<file path="src/hdl/mem_pkg.sv">
package mem_pkg;

    localparam int ROB_ID_W    = 4;
    localparam int QUEUE_DEPTH = 4;

    // Access size and signedness codes
    localparam logic [2:0] F3_BYTE   = 3'd0;
    localparam logic [2:0] F3_HALF   = 3'd1;
    localparam logic [2:0] F3_WORD   = 3'd2;
    localparam logic [2:0] F3_BYTE_U = 3'd4;
    localparam logic [2:0] F3_HALF_U = 3'd5;

    typedef logic [ROB_ID_W-1:0] rob_id_t; // Zero means no tag / no result
    typedef logic [31:0]         word_t;
    typedef logic [7:0]          byte_t;
    typedef logic [2:0]          func3_t;
    typedef logic [11:0]         offset_t; // Signed immediate

    // Memory unit sequencer states
    typedef enum logic [1:0] {
        IDLE,
        LOADING,
        STORING
    } lsu_state_t;

endpackage

</file>
<file path="src/hdl/mem_issue_if.sv">
`timescale 1ns/1ps

interface mem_issue_if
    import mem_pkg::*;
();

    logic    head_valid;  // Head present, operands ready
    logic    head_store;
    func3_t  head_op;
    word_t   head_base;
    word_t   head_data;
    offset_t head_offset;
    rob_id_t head_dest;
    logic    head_take;   // One-cycle pop strobe

    modport queue (
        output head_valid, head_store, head_op, head_base,
        output head_data, head_offset, head_dest,
        input  head_take
    );

    modport ctrl (
        input  head_valid, head_store, head_op,
        output head_take
    );

    // Store flag lets the datapath zero the result of a store
    modport data (
        input head_base, head_data, head_offset, head_dest, head_store
    );

endinterface

</file>
<file path="src/hdl/mem_op_queue.sv">
`timescale 1ns/1ps

module mem_op_queue
    import mem_pkg::*;
(
    input  logic       clk_in,
    input  logic       rst_n,
    input  logic       disp_en,
    input  logic       disp_store,
    input  func3_t     disp_op,
    input  word_t      disp_base,
    input  word_t      disp_data,
    input  rob_id_t    disp_base_tag,
    input  rob_id_t    disp_data_tag,
    input  rob_id_t    disp_dest,
    input  offset_t    disp_offset,
    input  rob_id_t    cdb_rob_id,
    input  word_t      cdb_value,
    output logic       queue_full,
    mem_issue_if.queue issue
);

    // Entry storage, occupancy tracked by count
    logic    ent_store    [QUEUE_DEPTH];
    func3_t  ent_op       [QUEUE_DEPTH];
    word_t   ent_base     [QUEUE_DEPTH];
    rob_id_t ent_base_tag [QUEUE_DEPTH];
    word_t   ent_data     [QUEUE_DEPTH];
    rob_id_t ent_data_tag [QUEUE_DEPTH];
    offset_t ent_offset   [QUEUE_DEPTH];
    rob_id_t ent_dest     [QUEUE_DEPTH];

    logic [$clog2(QUEUE_DEPTH)-1:0] head_ptr;
    logic [$clog2(QUEUE_DEPTH)-1:0] tail_ptr;
    logic [$clog2(QUEUE_DEPTH):0]   count;

    logic    push;
    word_t   in_base;
    rob_id_t in_base_tag;
    word_t   in_data;
    rob_id_t in_data_tag;

    function automatic logic cdb_hit(input rob_id_t tag, input rob_id_t bus_id);
        return (tag != '0) && (tag == bus_id);
    endfunction

    assign queue_full = (count == QUEUE_DEPTH);
    assign push       = disp_en && !queue_full;

    // Operand broadcast in the dispatch cycle is caught here
    always_comb begin
        in_base     = disp_base;
        in_base_tag = disp_base_tag;
        in_data     = disp_data;
        in_data_tag = disp_data_tag;
        if (cdb_hit(disp_base_tag, cdb_rob_id)) begin
            in_base     = cdb_value;
            in_base_tag = '0;
        end
        if (cdb_hit(disp_data_tag, cdb_rob_id)) begin
            in_data     = cdb_value;
            in_data_tag = '0;
        end
    end

    always_ff @(posedge clk_in) begin
        for (int i = 0; i < QUEUE_DEPTH; i++) begin
            if (cdb_hit(ent_base_tag[i], cdb_rob_id)) begin
                ent_base[i]     <= cdb_value;
                ent_base_tag[i] <= '0;
            end
            if (cdb_hit(ent_data_tag[i], cdb_rob_id)) begin
                ent_data[i]     <= cdb_value;
                ent_data_tag[i] <= '0;
            end
        end
        if (push) begin // Overrides wakeup on the tail slot
            ent_store[tail_ptr]    <= disp_store;
            ent_op[tail_ptr]       <= disp_op;
            ent_base[tail_ptr]     <= in_base;
            ent_base_tag[tail_ptr] <= in_base_tag;
            ent_data[tail_ptr]     <= in_data;
            ent_data_tag[tail_ptr] <= in_data_tag;
            ent_offset[tail_ptr]   <= disp_offset;
            ent_dest[tail_ptr]     <= disp_dest;
        end
    end

    always_ff @(posedge clk_in) begin
        if (!rst_n) begin
            head_ptr <= '0;
            tail_ptr <= '0;
            count    <= '0;
        end else begin
            if (push) tail_ptr <= tail_ptr + 1'b1;
            if (issue.head_take) head_ptr <= head_ptr + 1'b1;
            case ({push, issue.head_take})
                2'b10:   count <= count + 1'b1;
                2'b01:   count <= count - 1'b1;
                default: count <= count;
            endcase
        end
    end

    // Head fields straight from the oldest entry
    assign issue.head_valid  = (count != '0) && (ent_base_tag[head_ptr] == '0)
                               && (!ent_store[head_ptr] || ent_data_tag[head_ptr] == '0);
    assign issue.head_store  = ent_store[head_ptr];
    assign issue.head_op     = ent_op[head_ptr];
    assign issue.head_base   = ent_base[head_ptr];
    assign issue.head_data   = ent_data[head_ptr];
    assign issue.head_offset = ent_offset[head_ptr];
    assign issue.head_dest   = ent_dest[head_ptr];

endmodule

</file>
<file path="src/hdl/lsu_ctrl.sv">
`timescale 1ns/1ps

module lsu_ctrl
    import mem_pkg::*;
(
    input  logic      clk_in,
    input  logic      rst_n,
    mem_issue_if.ctrl issue,
    input  logic      mem_success,
    output logic      mem_en,
    output logic      mem_wr,
    output logic      step,
    output logic      done
);

    lsu_state_t state;
    logic [1:0] bytes_left; // Accesses still owed after the current one
    logic [1:0] first_count;
    logic       last_byte;

    // Byte count of the head op, minus one
    always_comb begin
        case (issue.head_op)
            F3_BYTE, F3_BYTE_U: first_count = 2'd0;
            F3_HALF, F3_HALF_U: first_count = 2'd1;
            default:            first_count = 2'd3; // Word
        endcase
    end

    assign last_byte = (bytes_left == 2'd0);

    assign issue.head_take = (state == IDLE) && issue.head_valid;

    assign mem_en = (state != IDLE);
    assign mem_wr = (state == STORING);
    assign step   = mem_en && mem_success && !last_byte;
    assign done   = mem_en && mem_success && last_byte;

    always_ff @(posedge clk_in) begin
        if (!rst_n) begin
            state      <= IDLE;
            bytes_left <= 2'd0;
        end else begin
            case (state)
                IDLE: begin
                    if (issue.head_take) begin
                        bytes_left <= first_count;
                        state      <= issue.head_store ? STORING : LOADING;
                    end
                end
                LOADING, STORING: begin
                    if (done) begin
                        state <= IDLE; // Result shows on the same edge
                    end else if (step) begin
                        bytes_left <= bytes_left - 2'd1;
                    end
                end
                default: state <= IDLE;
            endcase
        end
    end

endmodule

</file>
<file path="src/hdl/byte_datapath.sv">
`timescale 1ns/1ps

module byte_datapath
    import mem_pkg::*;
(
    input  logic      clk_in,
    input  logic      rst_n,
    mem_issue_if.data issue,
    input  logic      take,
    input  func3_t    load_op,
    input  logic      step,
    input  logic      done,
    input  byte_t     mem_din,
    output word_t     mem_addr,
    output byte_t     mem_dout,
    output rob_id_t   res_rob_id,
    output word_t     res_value
);

    word_t   addr_q;
    word_t   shift_q;  // Store bytes leave at the bottom, load bytes enter at the top
    rob_id_t dest_q;
    func3_t  op_q;
    logic    store_q;
    word_t   gathered;
    word_t   load_value;

    // Includes the byte arriving this cycle
    assign gathered = {mem_din, shift_q[31:8]};

    always_comb begin
        case (op_q)
            F3_BYTE:   load_value = {{24{gathered[31]}}, gathered[31:24]};
            F3_HALF:   load_value = {{16{gathered[31]}}, gathered[31:16]};
            F3_BYTE_U: load_value = {24'h0, gathered[31:24]};
            F3_HALF_U: load_value = {16'h0, gathered[31:16]};
            default:   load_value = gathered;
        endcase
    end

    always_ff @(posedge clk_in) begin
        if (take) begin
            addr_q  <= issue.head_base + {{20{issue.head_offset[11]}}, issue.head_offset};
            shift_q <= issue.head_data;
            dest_q  <= issue.head_dest;
            op_q    <= load_op;
            store_q <= issue.head_store;
        end else if (step) begin
            addr_q  <= addr_q + 32'd1;
            shift_q <= gathered;
        end
    end

    always_ff @(posedge clk_in) begin
        if (!rst_n) begin
            res_rob_id <= '0;
        end else begin
            res_rob_id <= done ? dest_q : '0; // Single-cycle result strobe
        end
    end

    always_ff @(posedge clk_in) begin
        if (done) begin
            res_value <= store_q ? '0 : load_value;
        end
    end

    assign mem_addr = addr_q;
    assign mem_dout = shift_q[7:0];

endmodule

</file>
<file path="src/hdl/mem_unit_top.sv">
`timescale 1ns/1ps

module mem_unit_top
    import mem_pkg::*;
(
    input  logic    clk_in,
    input  logic    rst_n,
    input  logic    disp_en,
    input  logic    disp_store,
    input  func3_t  disp_op,
    input  word_t   disp_base,
    input  rob_id_t disp_base_tag,
    input  word_t   disp_data,
    input  rob_id_t disp_data_tag,
    input  offset_t disp_offset,
    input  rob_id_t disp_dest,
    output logic    queue_full,
    input  rob_id_t cdb_rob_id,
    input  word_t   cdb_value,
    output logic    mem_en,
    output logic    mem_wr,
    output word_t   mem_addr,
    output byte_t   mem_dout,
    input  byte_t   mem_din,
    input  logic    mem_success,
    output rob_id_t res_rob_id,
    output word_t   res_value
);

    logic step;
    logic done;

    mem_issue_if issue_bus ();

    mem_op_queue u_queue (
        .clk_in        (clk_in),
        .rst_n         (rst_n),
        .disp_en       (disp_en),
        .disp_store    (disp_store),
        .disp_op       (disp_op),
        .disp_base     (disp_base),
        .disp_data     (disp_data),
        .disp_base_tag (disp_base_tag),
        .disp_data_tag (disp_data_tag),
        .disp_dest     (disp_dest),
        .disp_offset   (disp_offset),
        .cdb_rob_id    (cdb_rob_id),
        .cdb_value     (cdb_value),
        .queue_full    (queue_full),
        .issue         (issue_bus)
    );

    lsu_ctrl u_ctrl (
        .clk_in      (clk_in),
        .rst_n       (rst_n),
        .issue       (issue_bus),
        .mem_success (mem_success),
        .mem_en      (mem_en),
        .mem_wr      (mem_wr),
        .step        (step),
        .done        (done)
    );

    byte_datapath u_datapath (
        .clk_in     (clk_in),
        .rst_n      (rst_n),
        .issue      (issue_bus),
        .take       (issue_bus.head_take),
        .load_op    (issue_bus.head_op),  // Latched by the datapath at take
        .step       (step),
        .done       (done),
        .mem_din    (mem_din),
        .mem_addr   (mem_addr),
        .mem_dout   (mem_dout),
        .res_rob_id (res_rob_id),
        .res_value  (res_value)
    );

endmodule

</file>
<file path="config.mk">
export PLATFORM = sky130hd
export DESIGN_NAME = mem_unit_top
export DESIGN_NICKNAME = d
export VERILOG_FILES = /design/src/hdl/mem_pkg.sv /design/src/hdl/mem_issue_if.sv /design/src/hdl/mem_op_queue.sv /design/src/hdl/lsu_ctrl.sv /design/src/hdl/byte_datapath.sv /design/src/hdl/mem_unit_top.sv
export SDC_FILE = /design/constraint.sdc
export NUM_CORES = 1
export LEC_CHECK = 0
export ABC_CLOCK_PERIOD_IN_PS = 6800
export BUFFER_PORTS_ARGS = -buffer_cell sky130_fd_sc_hd__buf_2
export CORE_MARGIN = 4
export CORE_UTILIZATION = 30
export DETAILED_ROUTE_END_ITERATION = 12
export GPL_ROUTABILITY_DRIVEN = 0
export PLACE_DENSITY = 0.52
export SLEW_MARGIN = 20
export SYNTH_ARGS = -nofsm -noshare
export SYNTH_HDL_FRONTEND = slang
export SYNTH_SLANG_ARGS = --single-unit
</file>
<file path="constraint.sdc">
create_clock -name clk_in -period 6.8 [get_ports clk_in]
set_input_delay 1.7 -clock clk_in [delete_from_list [all_inputs] [get_ports clk_in]]
set_output_delay 1.7 -clock clk_in [all_outputs]
set_load 0.005 [all_outputs]
</file>
; Yosys cells after proc, flatten, opt, wreduce, memory -nomap -nowiden
; Memories as Yosys holds them, arrays and structs flattened. A register that Yosys moved wholly into a read port is not among the register bits.
; Cells that the tools add are included.
[word_totals]
n_memories = 8
ramBits = 368
wordCells = 150
input_bits = 140
ff_bits = 115
out_inout_bits = 79
[op_classes]
add_sub_neg = 7
eq_ne = 25
muxes = 51
reduce_logical = 48
[mem_list]
columns = memory, depth, word_bits, rd, rd_ports_with_merged_regs, wr, line_no
row1 = u_queue.ent_base, 4, 32, 1, 1, 5, mem_op_queue.sv:26  ; word_t ent_base [QUEUE_DEPTH];
row2 = u_queue.ent_data, 4, 32, 1, 1, 5, mem_op_queue.sv:28  ; word_t ent_data [QUEUE_DEPTH];
row3 = u_queue.ent_offset, 4, 12, 1, 1, 1, mem_op_queue.sv:30  ; offset_t ent_offset [QUEUE_DEPTH];
row4 = u_queue.ent_base_tag, 4, 4, 5, 1, 5, mem_op_queue.sv:27  ; rob_id_t ent_base_tag [QUEUE_DEPTH];
row5 = u_queue.ent_data_tag, 4, 4, 5, 1, 5, mem_op_queue.sv:29  ; rob_id_t ent_data_tag [QUEUE_DEPTH];
row6 = u_queue.ent_dest, 4, 4, 1, 1, 1, mem_op_queue.sv:31  ; rob_id_t ent_dest [QUEUE_DEPTH];
row7 = +2 memories, n/a, n/a, n/a, n/a, n/a, n/a
[op_table]
columns = cell, n
row1 = $mux 32, 6
row2 = $pmux 32 s4, 1
row3 = $eq 4x4->1, 10
row4 = $mux 2, 20
row5 = $reduce_bool 4->1, 10
row6 = $add 32x1->32 const B, 1
row7 = $add 32x32->32, 1
row8 = $mux 1, 18
row9 = $logic_and 1x1->1, 17
row10 = $eq 3x3->1 const B, 5
row11 = $pmux 2 s2, 3
row12 = $logic_not 4->1, 2
row13 = $mux 4, 2
row14 = $reduce_bool 2->1, 4
row15 = $eq 3x1->1 const B, 2
row16 = $logic_not 3->1, 2
row17 = $ne 2x2->1 const B, 3
row18 = $pmux 3 s2, 1
row19 = $reduce_or 2->1, 3
row20 = $add 2x1->2 const B, 2
row21 = $eq 2x1->1 const B, 2
row22 = $eq 2x2->1 const B, 2
row23 = $logic_not 2->1, 2
row24 = $reduce_and 2->1, 2
row25 = other kinds (8), 10

; Logic depth before layout (Yosys ltp)
[depth]
ltp_word = 6
ltp_mapped = 14
depth_no_buf = 11

; Modules after synthesis
; Synthesis repeated with hierarchy kept, for this count alone.
[unflattened]
hier_cells = 1650
hier_area_um2 = 24946.4
[modules_own_cells]
columns = module, area_each_um2, n_inst, cells_each
row1 = mem_op_queue, 17790.8, 1, 953
row2 = byte_datapath, 6860.3, 1, 663
row3 = lsu_ctrl, 295.3, 1, 34

; Worst setup path after synthesis
; OpenSTA, ideal clock, no wires.
[synth_timing]
kind = in2reg
from = input port mem_success
to = register u_datapath.addr_q[0] (netlist: u_datapath.mem_addr[0]) (enable)
path_slack_ns = -0.040
stages = 2
required_ns = 6.226
arrival_time_ns = 6.265
cell_sequence = nand2_1 > o21ai_0
[synth_via]
elab_chain_cells = 3
[synth_rtl]
columns = item, line_no
row1 = start: declaration, mem_unit_top.sv:25  ; input logic mem_success,
row2 = $logic_and 1x1->1 (2 in a row), lsu_ctrl.sv:36  ; assign step = mem_en && mem_success && !last_byte;
row3 = $reduce_bool 2->1 (no line), n/a
row4 = end signal: assignment, byte_datapath.sv:43  ; addr_q <= issue.head_base + {{20{issue.head_offset[11]}}, issue.head_offset};
row5 = end signal: assignment, byte_datapath.sv:49  ; addr_q <= addr_q + 32'd1;
row6 = end: declaration, byte_datapath.sv:20  ; word_t addr_q;
; Every way passes these cells.
; A chain may end at the register's enable or synchronous reset.

==> summary.md <==
| Metric | Value |
|---|---|
| Initial antenna violation count | 38 |
| Worst hold-check path type | reg2reg |
| Syn Inst Count | 1715 |
| Clock transition at the registers of the reported paths | 0.06 ns |
| Post-synth EDFFs | 472 |
| DR vias | 15256 |
| P per Cell Area | 269 mW/mm² |
| Starting density of the core | 0.304 |
| Post-route ant nets | 0 |
| Syn_nets | 1897 |
| Height of the die | 294 µm |
| First-pass GRT wire length | 107000 µm |
| Most numerous cell in the Yosys netlist | edfxtp_1 |
| Setup TNS Final | 0 ns |
| RSZ-0062 raised after global routing | false |
| Leading area contributor after synthesis | edfxtp_1 |
| Syn Area/Cell | 14.3 µm² |
| Unique masters post-synth | 67 |
| Fin crit period | 4.52 ns |
| Routed wire length | 72800 µm |
| Max cap viols | 0 |
| # fillers | 7822 |
| Post-Syn Area | 0.0246 mm² |
| #FFs+latches synth | 489 |
| CTS Hold Buffers Added | 0 |
| Congestion Overflow GR | 0 |
| Worst slew margin | 0.309 |
| Clock latency on the worst-skew pair | 0.61 ns |
| Port Buffers | 218 |
| CTS root buf | clkbuf_16 |
| Vias in the first global route | 15546 |
| Ports | 219 |
| Leakage power total | 9.85 nW |
| Largest net degree at the start of global routing | 65 |
| CTS Sinks | 489 |
| CORE AREA | 0.0808 mm² |
| Area growth syn-to-layout | 16.2% |
| CP Max Fanout | 64 |
| Setup crit end kind | flop |
| Die W | 294 µm |
| Worst vdd ir | 0.203 mV |
| Skew final | 0.0284 ns |
| Routed length per instance | 24.0 µm |
| Highest Clock Rate | 0.221 GHz |
| CTS tree | done |
| Crit path DAT | 5.02 ns |
| Period utilization | 0.664 |
| Max-slew violations | 0 |
| Most instantiated cells after synthesis | edfxtp_1 (472), mux2_2 (256), nand2_1 (181) |
| Critical path type | reg2reg |
| Drt first pass iters | 5 |
| DIE AREA | 0.0865 mm² |
| Detailed placement HPWL | 51400 µm |
| # DRC | 0 |
| Synth warn | 0 |
| Htree depth | 2 |
| Final WS setup | 2.28 ns |
| Startpoint Class | flop |
| # Post-CTS Setup Buffers | 0 |
| Share of the synthesized area in the top cell type | 0.577 |
| Worst-margin pin slew | 1.04 ns |
| Drt via density | 5.03 |
| Hold slack | 0.474 ns |
| Req. time, crit path | 7.31 ns |
| Place WS | 2.23 ns |
| First DRT Iteration DRCs | 1238 |
| Count of final setup violators | 0 |
| Num CTS Buffers | 52 |
| Tot Pwr | 7.67 mW |
| Outcome | complete, no violations |
| Post-synthesis sequential area ratio | 0.591 |
| Final net count | 2099 |
| GRT Resource Usage Total | 0.167 |
| Ys flop type | edfxtp_1 |
| Share of layout cells above drive strength 1 | 0.357 |
| Deepest clock path buffer count | 3 |
| Cell Rows | 104 |
| Asr flop ratio synth | 0 |
| Final Hold Viols | 0 |
| Area contributors post-synth | edfxtp_1 (58%), mux2_2 (12%), mux4_2 (7.8%) |
| Post-CTS sizing | 0 |
registers in the layout, summed over array words and instances (netlist names), named ones only:
register and count:
u_queue.ent_op 12, u_queue.ent_data 128, u_datapath.shift_q 32, u_datapath.store_q 1, u_queue.count 3, u_queue.ent_dest 16
u_queue.ent_offset 48, u_datapath.res_value 32, u_queue.ent_store 4, u_ctrl.bytes_left 2, u_queue.ent_base_tag 16, u_queue.ent_data_tag 16
u_datapath.op_q 3, u_queue.tail_ptr 2, u_datapath.mem_addr 32, u_datapath.dest_q 4, u_ctrl.state 2, u_queue.ent_base 128
u_queue.head_ptr 2, u_datapath.res_rob_id 4
kinds of logic (layout without fill, tap and decap cells):
kind of cell | Yosys count | after routing | synth area share
flops | 489 | 489 | 0.591
buf+inv | 134 | 377 | 0.0252
xor+xnor | 92 | 92 | 0.0328
simple gates | 398 | 398 | 0.0762
compound gates | 206 | 206 | 0.0524
mux | 354 | 354 | 0.201
fa+ha+maj | 42 | 42 | 0.0220
other cells | 0 | 17 | 0
area by class of cell:
type                            count  area (µm²)  area share
Sequential cell                   489       14500       0.509
Multi-Input combinational cell   1092        9630       0.337
Clock buffer                       65        1370      0.0480
Tap cell                         1060        1330      0.0465
Timing Repair Buffer              245        1290      0.0453
Clock inverter                     30         219     0.00767
Inverter                           37         140     0.00491
Antenna cell                       17        42.5     0.00149
through the flow:
| stage | instance area, µm² | cells | utilization |
|---|---|---|---|
| 3_5_place_dp | 26900 | 2923 | 0.333 |
| 6_report | 28500 | 3035 | 0.353 |
| 5_1_grt | 28500 | 3022 | 0.353 |
| 2_1_floorplan | 24600 | 1715 | - |
| 3_3_place_gp | 26900 | 2923 | 0.333 |
| 4_1_cts | 28500 | 3018 | 0.353 |
cell usage in the layout, fill, tap and decap left out, types with 27 or more instances in the layout:
master       n
edfxtp_1   472
mux2_2     256
buf_2      218
nand2_1    181
mux4_2      85
a21oi_1     80
nor2_1      66
xnor2_1     61
clkbuf_16   53
ha_1        40
and2_1      39
inv_1       36
o21ai_0     36
xor2_1      31
buf_4       27
final timing paths:
check                                                 from          endpoint  slack [ns]  cells past startpoint
worst max-delay path            u_queue.ent_data_tag[0][0]  u_queue.count[2]        2.28                     12
worst min-delay path                       u_ctrl.state[0]   u_ctrl.state[0]        0.47                      2
worst max register to register  u_queue.ent_data_tag[0][0]  u_queue.count[2]        2.28                     12
worst min register to register             u_ctrl.state[0]   u_ctrl.state[0]        0.47                      2
power breakdown:
part           internal (mW)  switching [mW]
clock network           1.51            1.21
registers               3.56          0.0691
logic                  0.522           0.802
total                   5.59            2.08
worst max-delay path, cell delays in order (launching register included):
cell and delay, ns:
edfxtp_1 0.41, nor4_1 0.73, o21ai_0 0.21, mux4_2 0.60, or2_2 0.31, buf_4 0.33, clkinv_2 0.49, ha_1 0.29
inv_1 0.06, fa_1 0.38, xor2_1 0.15, or3_1 0.30, a21boi_0 0.17
metal layers:
layer | global-route usage | wire length, µm | vias up
li1 | - | - | 6993
met1 | 0.225 | 31300 | 7720
met2 | 0.275 | 35000 | 406
met3 | 0.0368 | 4720 | 117
met4 | 0.0410 | 1570 | 20
met5 | 0 | 143 | -
Note: power is estimated with default switching activity, not from simulation.
